**config.mk**
```make
export PLATFORM = sky130hd
export DESIGN_NAME = multu_top
export DESIGN_NICKNAME = d
export VERILOG_FILES = /design/src/source/multu_pkg.sv /design/src/source/multu_request_regs.sv /design/src/source/multu_control.sv /design/src/source/multu_datapath.sv /design/src/source/multu_top.sv
export SDC_FILE = /design/constraint.sdc
export NUM_CORES = 1
export LEC_CHECK = 0
export BUFFER_PORTS_ARGS = -buffer_cell sky130_fd_sc_hd__buf_2
export CAP_MARGIN = 20
export CORE_MARGIN = 4
export CORE_UTILIZATION = 60
export DETAILED_ROUTE_END_ITERATION = 12
export PLACE_DENSITY = 0.85
export SLEW_MARGIN = 20
export SYNTH_ARGS = -nofsm -noshare
export SYNTH_HDL_FRONTEND = slang
export SYNTH_SLANG_ARGS = --single-unit
```
**constraint.sdc**
```tcl
create_clock -name doMult -period 8.8 [get_ports doMult]
set_input_delay 0.88 -clock doMult [delete_from_list [all_inputs] [get_ports doMult]]
set_output_delay 0.88 -clock doMult [all_outputs]
set_load 0.03 [all_outputs]
```
**src/source/multu_pkg.sv**
```systemverilog
// multu shared package with the default operand width and the control enums
package multu_pkg;

  // operand width that the top level uses unless it is overridden
  parameter int multu_width_default = 32;

  // states of the control FSM
  // each multiplier bit costs one ST_ADD cycle followed by one ST_SHIFT cycle
  typedef enum logic [2:0]
  {
    ST_IDLE  = 3'd0, // waiting for a start pulse from the request block
    ST_LOAD  = 3'd1, // datapath copies the operands into its registers
    ST_ADD   = 3'd2, // add the multiplicand or zero into the upper half
    ST_SHIFT = 3'd3, // shift the product register right by one
    ST_DONE  = 3'd4  // all shifts are finished and done is raised
  } multu_state_e;

  // step opcode that the control hands to the datapath every cycle
  // the datapath does nothing on its own and only follows this opcode
  typedef enum logic [1:0]
  {
    STEP_HOLD  = 2'd0, // keep every datapath register as it is
    STEP_LOAD  = 2'd1, // multiplier to the low half and zeros to the high half
    STEP_ADD   = 2'd2, // conditional add selected by the product lsb
    STEP_SHIFT = 2'd3  // shift right with the carry bit moving down
  } multu_step_e;

endpackage

```
**src/source/multu_request_regs.sv**
```systemverilog
// multu request block running the four-phase req/ack handshake and holding the operands
`timescale 1ns/1ps

module multu_request_regs
  import multu_pkg::*;
#(
  parameter int WIDTH = multu_width_default
)
(
  input  logic             doMult,
  input  logic             rst_n,
  input  logic             req,             // request level from the outside
  input  logic [WIDTH-1:0] multiplicand_in, // operands as presented with req
  input  logic [WIDTH-1:0] multiplier_in,
  input  logic             done,            // control has finished the last shift
  output logic             ack,             // acknowledge back to the outside
  output logic             start,           // single cycle launch for the control
  output logic [WIDTH-1:0] multiplicand,    // captured operands for the datapath
  output logic [WIDTH-1:0] multiplier
);

  // where the handshake currently stands
  typedef enum logic [1:0]
  {
    PH_IDLE  = 2'd0, // ack is low and a new req may be taken
    PH_BUSY  = 2'd1, // a multiply is running in the control and datapath
    PH_ACKED = 2'd2  // ack is high and we wait for req to drop
  } phase_e;

  phase_e phase;
  logic   accept;    // req is taken on this edge
  logic   finish;    // the running multiply has ended on this edge

  // only an idle block with ack already low may take a new request
  assign accept = (phase == PH_IDLE) && req && !ack;

  // done from the previous multiply is still high in the cycle that start is out
  // because the control only clears it when it sees start, so that cycle is skipped
  assign finish = (phase == PH_BUSY) && done && !start;

  always_ff @(posedge doMult or negedge rst_n)
  begin
    if (!rst_n)
    begin
      phase <= PH_IDLE;
      ack   <= 1'b0;
      start <= 1'b0;
    end
    else
    begin
      start <= accept; // high for exactly one cycle after acceptance
      case (phase)
        PH_IDLE:
        begin
          if (accept)
            phase <= PH_BUSY;
        end
        PH_BUSY:
        begin
          if (finish)
          begin
            phase <= PH_ACKED;
            ack   <= 1'b1; // the product register is settled by now
          end
        end
        PH_ACKED:
        begin
          // ack stays up as long as the outside keeps req high
          if (!req)
          begin
            phase <= PH_IDLE;
            ack   <= 1'b0;
          end
        end
        default:
        begin
          phase <= PH_IDLE;
          ack   <= 1'b0;
        end
      endcase
    end
  end

  // operand registers carry payload only and are written on acceptance
  always_ff @(posedge doMult)
  begin
    if (accept)
    begin
      multiplicand <= multiplicand_in;
      multiplier   <= multiplier_in;
    end
  end

  // ack may only come up in answer to a request that is still present
  ack_needs_req: assert property (@(posedge doMult) disable iff (!rst_n)
    $rose(ack) |-> $past(req));

  // after a launch no second launch happens until the first one is acknowledged
  no_start_while_busy: assert property (@(posedge doMult) disable iff (!rst_n)
    start |=> (!start throughout ack [->1]));

endmodule

```
**src/source/multu_control.sv**
```systemverilog
// multu control FSM sequencing load, add and shift steps and counting the shifts
`timescale 1ns/1ps

module multu_control
  import multu_pkg::*;
#(
  parameter int WIDTH = multu_width_default // number of shift steps per multiply
)
(
  input  logic        doMult,
  input  logic        rst_n,
  input  logic        start, // launch pulse from the request block
  output multu_step_e step,  // opcode for the datapath in this cycle
  output logic        done   // stays high from the end of a multiply until the next start
);

  // one extra bit so the counter can hold WIDTH itself
  localparam int CNT_W = $clog2(WIDTH) + 1;

  // count value seen during the last shift and the value left behind by it
  localparam logic [CNT_W-1:0] LAST_SHIFT = CNT_W'(WIDTH - 1);
  localparam logic [CNT_W-1:0] FULL_COUNT = CNT_W'(WIDTH);

  multu_state_e     state;
  multu_state_e     state_nxt;
  logic [CNT_W-1:0] shift_cnt; // shifts completed since the last start

  // next state logic
  always_comb
  begin
    state_nxt = state;
    case (state)
      ST_IDLE:
      begin
        if (start)
          state_nxt = ST_LOAD;
      end
      ST_LOAD:  state_nxt = ST_ADD;
      ST_ADD:   state_nxt = ST_SHIFT; // every add is paired with a shift
      ST_SHIFT:
      begin
        // the counter still shows the old value during the shift cycle
        if (shift_cnt == LAST_SHIFT)
          state_nxt = ST_DONE;
        else
          state_nxt = ST_ADD;
      end
      ST_DONE:  state_nxt = ST_IDLE;
      default:  state_nxt = ST_IDLE;
    endcase
  end

  // the opcode is decoded straight from the state so the datapath acts
  // on the edge that ends the matching state
  always_comb
  begin
    case (state)
      ST_LOAD:  step = STEP_LOAD;
      ST_ADD:   step = STEP_ADD;   // the datapath picks multiplicand or zero from its lsb
      ST_SHIFT: step = STEP_SHIFT;
      default:  step = STEP_HOLD;  // idle and done leave the product untouched
    endcase
  end

  always_ff @(posedge doMult or negedge rst_n)
  begin
    if (!rst_n)
      state <= ST_IDLE;
    else
      state <= state_nxt;
  end

  // shift counter clears on start and steps once per shift
  always_ff @(posedge doMult or negedge rst_n)
  begin
    if (!rst_n)
      shift_cnt <= '0;
    else if (state == ST_IDLE && start)
      shift_cnt <= '0;
    else if (state == ST_SHIFT)
      shift_cnt <= shift_cnt + 1'b1;
  end

  // done is registered out of ST_DONE which gives the request block
  // a full cycle of settled product before it raises ack
  always_ff @(posedge doMult or negedge rst_n)
  begin
    if (!rst_n)
      done <= 1'b0;
    else if (state == ST_IDLE && start)
      done <= 1'b0;
    else if (state == ST_DONE)
      done <= 1'b1;
  end

  // an add only happens while multiplier bits are left and it is never left without its shift
  add_then_shift: assert property (@(posedge doMult) disable iff (!rst_n)
    (step == STEP_ADD) |-> (shift_cnt < FULL_COUNT) ##1 (step == STEP_SHIFT));

  // the multiply only ends once every multiplier bit has been shifted out
  done_after_all_shifts: assert property (@(posedge doMult) disable iff (!rst_n)
    $rose(done) |-> (shift_cnt == FULL_COUNT));

endmodule

```
**src/source/multu_datapath.sv**
```systemverilog
// multu datapath with the multiplicand register, the carry-extended product register and the adder
`timescale 1ns/1ps

module multu_datapath
  import multu_pkg::*;
#(
  parameter int WIDTH = multu_width_default
)
(
  input  logic               doMult,
  input  logic               rst_n,
  input  multu_step_e        step,         // opcode from the control
  input  logic [WIDTH-1:0]   multiplicand, // captured operands from the request block
  input  logic [WIDTH-1:0]   multiplier,
  output logic [2*WIDTH-1:0] product       // result without the carry bit
);

  // layout of the product register
  //   bit 2*WIDTH              carry out of the last add
  //   bits 2*WIDTH-1..WIDTH    running partial sum
  //   bits WIDTH-1..0          multiplier bits not yet consumed
  localparam int PW = 2 * WIDTH + 1;

  logic [PW-1:0]    prod_q;
  logic [WIDTH-1:0] mcand_q;   // multiplicand kept for the whole multiply
  logic             prod_lsb;  // multiplier bit that the current add works on
  logic [WIDTH:0]   addend;    // multiplicand or zero with a leading zero
  logic [WIDTH:0]   sum;       // WIDTH+1 bit adder result with carry on top

  assign prod_lsb = prod_q[0];

  // a clear lsb turns the add into adding zero
  assign addend = prod_lsb ? {1'b0, mcand_q} : '0;

  // the carry bit is always clear before an add since the shift before it
  // moved a zero into the top
  assign sum = {1'b0, prod_q[2*WIDTH-1:WIDTH]} + addend;

  // product register is the visible result so it comes out of reset cleared
  always_ff @(posedge doMult or negedge rst_n)
  begin
    if (!rst_n)
      prod_q <= '0;
    else
    begin
      case (step)
        STEP_LOAD:  prod_q <= {1'b0, {WIDTH{1'b0}}, multiplier}; // high half starts at zero
        STEP_ADD:   prod_q[2*WIDTH:WIDTH] <= sum;  // low half is left alone
        STEP_SHIFT: prod_q <= {1'b0, prod_q[PW-1:1]}; // carry drops into the partial sum
        default:    prod_q <= prod_q;
      endcase
    end
  end

  // multiplicand is payload and only matters from the load onward
  always_ff @(posedge doMult)
  begin
    if (step == STEP_LOAD)
      mcand_q <= multiplicand;
  end

  // after WIDTH add and shift pairs the carry bit is back to zero
  // and the lower 2*WIDTH bits hold the full product
  assign product = prod_q[2*WIDTH-1:0];

endmodule

```
**src/source/multu_top.sv**
```systemverilog
// multu top level tying the handshake block, the shift-add control and the datapath
`timescale 1ns/1ps

module multu_top
  import multu_pkg::*;
#(
  parameter int WIDTH = multu_width_default // operand width in bits
)
(
  input  logic               doMult,       // clock for every register in the design
  input  logic               rst_n,        // asynchronous reset, active low
  input  logic               req,          // four-phase request from the outside
  input  logic [WIDTH-1:0]   multiplicand, // held stable by the outside while req is high
  input  logic [WIDTH-1:0]   multiplier,
  output logic               ack,          // product is valid while this is high
  output logic [2*WIDTH-1:0] product
);

  logic             start;      // one cycle pulse that launches a multiply
  logic             done;       // level from the control once all shifts are over
  multu_step_e      step;       // opcode from the control to the datapath
  logic [WIDTH-1:0] op_mcand;   // operands as captured by the request block
  logic [WIDTH-1:0] op_mplier;

  // handshake and operand capture
  multu_request_regs #(
    .WIDTH (WIDTH)
  ) u_request_regs (
    .doMult          (doMult),
    .rst_n           (rst_n),
    .req             (req),
    .multiplicand_in (multiplicand),
    .multiplier_in   (multiplier),
    .done            (done),
    .ack             (ack),
    .start           (start),
    .multiplicand    (op_mcand),
    .multiplier      (op_mplier)
  );

  // the control counts one shift per operand bit so it gets the same width
  multu_control #(
    .WIDTH (WIDTH)
  ) u_control (
    .doMult (doMult),
    .rst_n  (rst_n),
    .start  (start),
    .step   (step),
    .done   (done)
  );

  multu_datapath #(
    .WIDTH (WIDTH)
  ) u_datapath (
    .doMult       (doMult),
    .rst_n        (rst_n),
    .step         (step),
    .multiplicand (op_mcand),
    .multiplier   (op_mplier),
    .product      (product)
  );

endmodule

```
Yosys cells after proc, flatten, opt, wreduce, memory -nomap -nowiden
Cells that the tools add are included.
W data, S select, Z words.
{"block": "word_totals", "reg_bits": 175, "latchBits": 0, "ramBits": 0, "rom_bits": 0, "elab_cells": 61, "memories": 0}
{"block": "op_classes", "add_sub_neg": 2, "n_mul": 0, "div_mod_pow": 0, "magnitude_cmp": 0, "eq_ne": 14, "n_shift": 0, "n_mux": 18, "bitwise": 1, "reduce_logical": 15}
{"cell": "$pmux W33 S3", "n": 1}
{"cell": "$pmux W32 S2", "n": 1}
{"cell": "$add A32 B33 Y33", "n": 1}
{"cell": "$mux W32", "n": 1}
{"cell": "$mux W6", "n": 2}
{"cell": "$pmux W2 S3", "n": 2}
{"cell": "$pmux W3 S4", "n": 1}
{"cell": "$add A6 B1 Y6 const B", "n": 1}
{"cell": "$eq A2 B2 Y1 const B", "n": 3}
{"cell": "$eq A3 B2 Y1 const B", "n": 2}
{"cell": "$eq A6 B5 Y1 const B", "n": 1}
{"cell": "$mux W2", "n": 3}
{"cell": "$mux W3", "n": 2}
{"cell": "$reduce_and A3 Y1", "n": 2}
{"cell": "$reduce_bool A2 Y1", "n": 3}
{"cell": "$logic_and A1 B1 Y1", "n": 5}
{"cell": "$eq A2 B1 Y1 const B", "n": 2}
{"cell": "$mux W1", "n": 4}
{"cell": "$ne A2 B1 Y1 const B", "n": 2}
{"cell": "$ne A2 B2 Y1 const B", "n": 2}
{"cell": "$eq A3 B1 Y1 const B", "n": 1}
{"cell": "$eq A3 B3 Y1 const B", "n": 1}
{"cell": "$logic_not A3 Y1", "n": 1}
{"cell": "$pmux W1 S3", "n": 1}
{"cell": "4 further kinds", "n": 5}

Depth between registers and ports, before layout
{"block": "depth", "depth_word": 5, "depth_mapped": 12, "mapped_depth_nobuf": 11}

By module
Synthesis repeated with hierarchy kept, for this count alone.
{"block": "hier_totals", "cells_unflattened": 774, "area_unflattened_um2": 8882.3}
{"mod": "multu_datapath", "n_inst": 1, "cells_each": 649, "area_per_inst_um2": 6308.6}
{"mod": "multu_request_regs", "n_inst": 1, "cells_each": 79, "area_per_inst_um2": 2097.0}
{"mod": "multu_control", "n_inst": 1, "cells_each": 46, "area_per_inst_um2": 476.7}

Worst setup path after synthesis
No wires, ideal clock.
{"block": "synth_path", "path_kind": "input port to flip-flop", "from": "in req", "to": "reg u_request_regs.start", "setup_time_ns": 0.583, "arrival_time_ns": 5.364, "setup_slack_ns": 2.853, "path_stages": 2, "n_path_buf": 0, "path_cell_list": "nand2b_1 nor3_1"}
{"block": "synth_via", "elab_chain_cells": 2}
{"item": "from (decl)", "line": "multu_top.sv:12", "text": "input logic req,"}
{"item": "$logic_and A1 B1 Y1 (2 in series)", "line": "multu_request_regs.sv:35", "text": "assign accept = (phase == PH_IDLE) && req && !ack;"}
{"item": "net u_request_regs.accept", "line": "multu_request_regs.sv:31", "text": "logic accept;"}
{"item": "to (signal assigned)", "line": "multu_request_regs.sv:51", "text": "start <= accept;"}
{"item": "to (decl)", "line": "multu_request_regs.sv:17", "text": "output logic start,"}
The timed path passes the listed nets, and every way through them passes these cells.
A chain may end at the register's enable or synchronous reset.

Final worst setup path
{"block": "layout_path", "from": "reg u_datapath.prod_q[0]", "to": "reg u_datapath.prod_q[62]"}
{"block": "layout_via", "elab_chain_cells": 3}
{"item": "from (decl)", "line": "multu_datapath.sv:24", "text": "logic [PW-1:0] prod_q;"}
{"item": "from (signal assigned)", "line": "multu_datapath.sv:47", "text": "STEP_LOAD: prod_q <= {1'b0, {WIDTH{1'b0}}, multiplier};"}
{"item": "from (signal, indexed assignment)", "line": "multu_datapath.sv:48", "text": "STEP_ADD: prod_q[2*WIDTH:WIDTH] <= sum;"}
{"item": "from (signal assigned)", "line": "multu_datapath.sv:49", "text": "STEP_SHIFT: prod_q <= {1'b0, prod_q[PW-1:1]};"}
{"item": "$mux W32", "line": "multu_datapath.sv:33", "text": "assign addend = prod_lsb ? {1'b0, mcand_q} : '0;"}
{"item": "$add A32 B33 Y33", "line": "multu_datapath.sv:37", "text": "assign sum = {1'b0, prod_q[2*WIDTH-1:WIDTH]} + addend;"}
{"item": "$pmux W33 S3", "line": "multu_datapath.sv:46", "text": "case (step)"}
No other way between the ends.

==> results.md <==
* Max_cap viols at 0
* Total track usage at 23.3%
* Crit Reg-Reg Startpoint: u_datapath.prod_q[0]
* Critical Path AT at 4.10 ns
* Clock latency on the worst-skew pair at 0.43 ns
* DR vias at 6209
* Slew headroom at 30.6%
* Die area at 16800 um2
* Top post-synthesis cells by area: edfxtp_1 32%, dfrtp_1 22%, buf_4 5.4%
* Detail Route Antenna Nets at 0
* Final Hold Fails at 0
* Total CTS buffers at 17
* Flop2flop setup slack at 5.01 ns
* CP Cell Sequence: and2_1 -> ha_1 -> fa_1 -> a211o_1 -> a221oi_2 -> o21ai_1 -> a31o_2 -> o31a_1 -> a311oi_2 -> xor2_1 -> o21ai_1
* Post-synth top area share at 32.4%
* Peak VDD IR at 0.000208 V
* Syn avg cell area at 11.1 um2
* Synth async-reset ratio at 45.1%
* Final WL at 18800 um
* WL per Instance at 17.8 um
* Worst setup EP type: flop
* Number of post-CTS setup repair buffers at 0
* Most common cell after layout, fill and taps aside: buf_2
* Largest net degree at the start of global routing at 67
* Drt pass-1 iters at 5
* Clock skew at 0.0105 ns
* Total Neg Setup Slack at 0 ns
* Post-synthesis sequential area ratio at 54.6%
* CTS max path bufs at 2
* Critical path data required time at 9.11 ns
* Die H at 130 um
* Fin nets at 960
* Final Max Slew Viols at 0
* Initial antenna violation count at 0
* I/O pin cnt at 132
* Clk slew on worst S/H paths at 0.07 ns
* Top cell by count, worst path: o21ai_1
* Critical Path Source: u_datapath.prod_q[0]
* Yosys cell types at 56
* Unrepaired setup endpoints after global routing: false
* Max Fclk at 0.264 GHz
* Synth warn at 0
* Crit path to: u_datapath.prod_q[62]
* Hold buffers post-CTS at 0
* CTS tree: yes
* H-tree depth at 4
* Chip width at 130 um
* Layout area overhead at 9.80%
* Register bit total from synthesis at 175
* Initial core utilization at 61.2%
* Min Tclk post-route at 3.79 ns
* Worst Path Class, Setup: flop to flop
* Vias in the first global route at 5946
* Initial DRC count at 604
* Worst Tran Pin Value at 1.04 ns
* Reg-to-Reg End: u_datapath.prod_q[62]
* Final setup viols at 0
* First-pass GRT wire length at 30500 um
* EDFF count, synth at 96
* Synthesized cell area at 8900 um2
* DP HPWL at 13000 um
* R2r worst-path depth at 11
* CP Launch Type: flop
* Final Power at 0.00348 W
* Core area at 14500 um2
* Synthesized Nets at 906
* Slowest CP cell: dfrtp_1
* Syn Inst Count at 805
* Tcrit/Tclk final at 43.1%
* Crit Path Max Fanout at 34
* Clk root buf: clkbuf_16
* Num rows at 44
* Share of cells above drive strength 1 at 20.8%
* DR vias/cell at 5.88
* Yosys top cell by area: edfxtp_1
* Remaining global-route overflow at 0
* Worst hold path class: input port to async pin
* CP max stage delay at 0.74 ns
* Outcome: finished clean
* Post-CTS sizing at 0
* Port Buffer Count at 131
* Placer congestion estimate at 0.929
* Num Clock Sinks at 175
* Cell area power density at 357 nW/um2
* Leakage at 4.40 nW
* # diodes at 0
* Most frequent cells in the layout: 130 x buf_2, 96 x edfxtp_1, 78 x dfrtp_1
* Residual DRC at 0
* Primary FF master, synth: edfxtp_1
## critical path: cells and delay by family (launching register included)
kind                     cells  cell delay [ns]
XOR/XNOR                     1             0.17
AO/OA/AOI/OAI                7             1.81
adder cells (fa/ha/maj)      2             0.64
AND/OR/NAND/NOR              1             0.32
flip-flops                   1             0.74
## synth_stat cells (8+ instances only)
| cell type | n |
|---|---|
| mux2i_1 | 37 |
| ha_1 | 33 |
| clkbuf_1 | 33 |
| o22ai_1 | 8 |
| nand2_1 | 70 |
| buf_4 | 64 |
| nand3_1 | 14 |
| edfxtp_1 | 96 |
| o21ai_0 | 65 |
| nor2_1 | 47 |
| a21oi_1 | 57 |
| xor2_1 | 18 |
| a21o_1 | 16 |
| and2_1 | 36 |
| dfrtp_1 | 79 |
| inv_1 | 10 |
| nand4_1 | 11 |
| xnor2_1 | 11 |
## state kept, by name, indices dropped and copies added (netlist names)
register / cells
u_request_regs.multiplicand: 32
u_request_regs.start: 1
u_control.state: 3
u_request_regs.multiplier: 32
u_request_regs.ack: 1
u_control.shift_cnt: 6
u_control.done: 1
u_request_regs.phase: 2
u_datapath.mcand_q: 32
u_datapath.prod_q: 65
## final cells by class
class                   count  area [um2]
multi-input cells         515        3370
fillers                  1144        4760
well taps                 184         230
clock inverters            13         103
clock buffers              19         443
repair buffers            140         726
flip-flops and latches    175        4860
inverters                  10        37.5
## power by group
part	switching [W]	internal [W]	leakage [nW]
clock network	0.000322	0.000374	0.264
registers	0.000178	0.00108	1.88
logic	0.00102	0.000520	2.26
## layer usage
layer	up-vias	routed length [um]	part of all wire (%)	track usage, %
met5	-	0	0	0
met4	0	294	1.6	7.58
met3	23	1290	6.8	5.73
met2	238	8910	47	36.5
met1	2989	8340	44	32.4
li1	2959	-	-	-
## cell families (layout without fill, tap and decap cells)
logic type	count (synthesis)	in the layout	synth area share, %
AOI/OAI and AO/OA	204	204	14.4
xor gates and xnor gates	29	29	2.85
adders and majority gates	34	34	4.86
buffers and inverters	115	182	7.62
DFF	175	175	54.6
muxes	37	37	4.16
and+or+nand+nor	211	211	11.5
## stage by stage
step / cells / instance area [um2] / util (%) / hold slack, ns / worst slack, ns
floorplan: 805 / 8900 / - / 0.400 / 2.85
global placement: 1024 / 9230 / 63.5 / 0.402 / 5.10
detailed placement: 1024 / 9230 / 63.5 / 0.405 / 5.07
CTS: 1056 / 9770 / 67.2 / 0.339 / 5.04
global route: 1056 / 9770 / 67.2 / 0.347 / 4.78
finish: 1056 / 9770 / 67.2 / 0.344 / 5.01
## worst min path at each step
| stage | from | slack [ns] | to |
|---|---|---|---|
| after floorplan | u_request_regs.multiplicand[0] | 0.40 | u_datapath.mcand_q[0] |
| after global placement | u_request_regs.multiplicand[4] | 0.40 | u_datapath.mcand_q[4] |
| after detailed placement | u_request_regs.multiplicand[21] | 0.40 | u_datapath.mcand_q[21] |
| after CTS | rst_n | 0.34 | u_datapath.prod_q[41] |
| after global routing | rst_n | 0.35 | u_datapath.prod_q[38] |
| final | rst_n | 0.34 | u_datapath.prod_q[38] |
(Power assumes the default switching activity.)
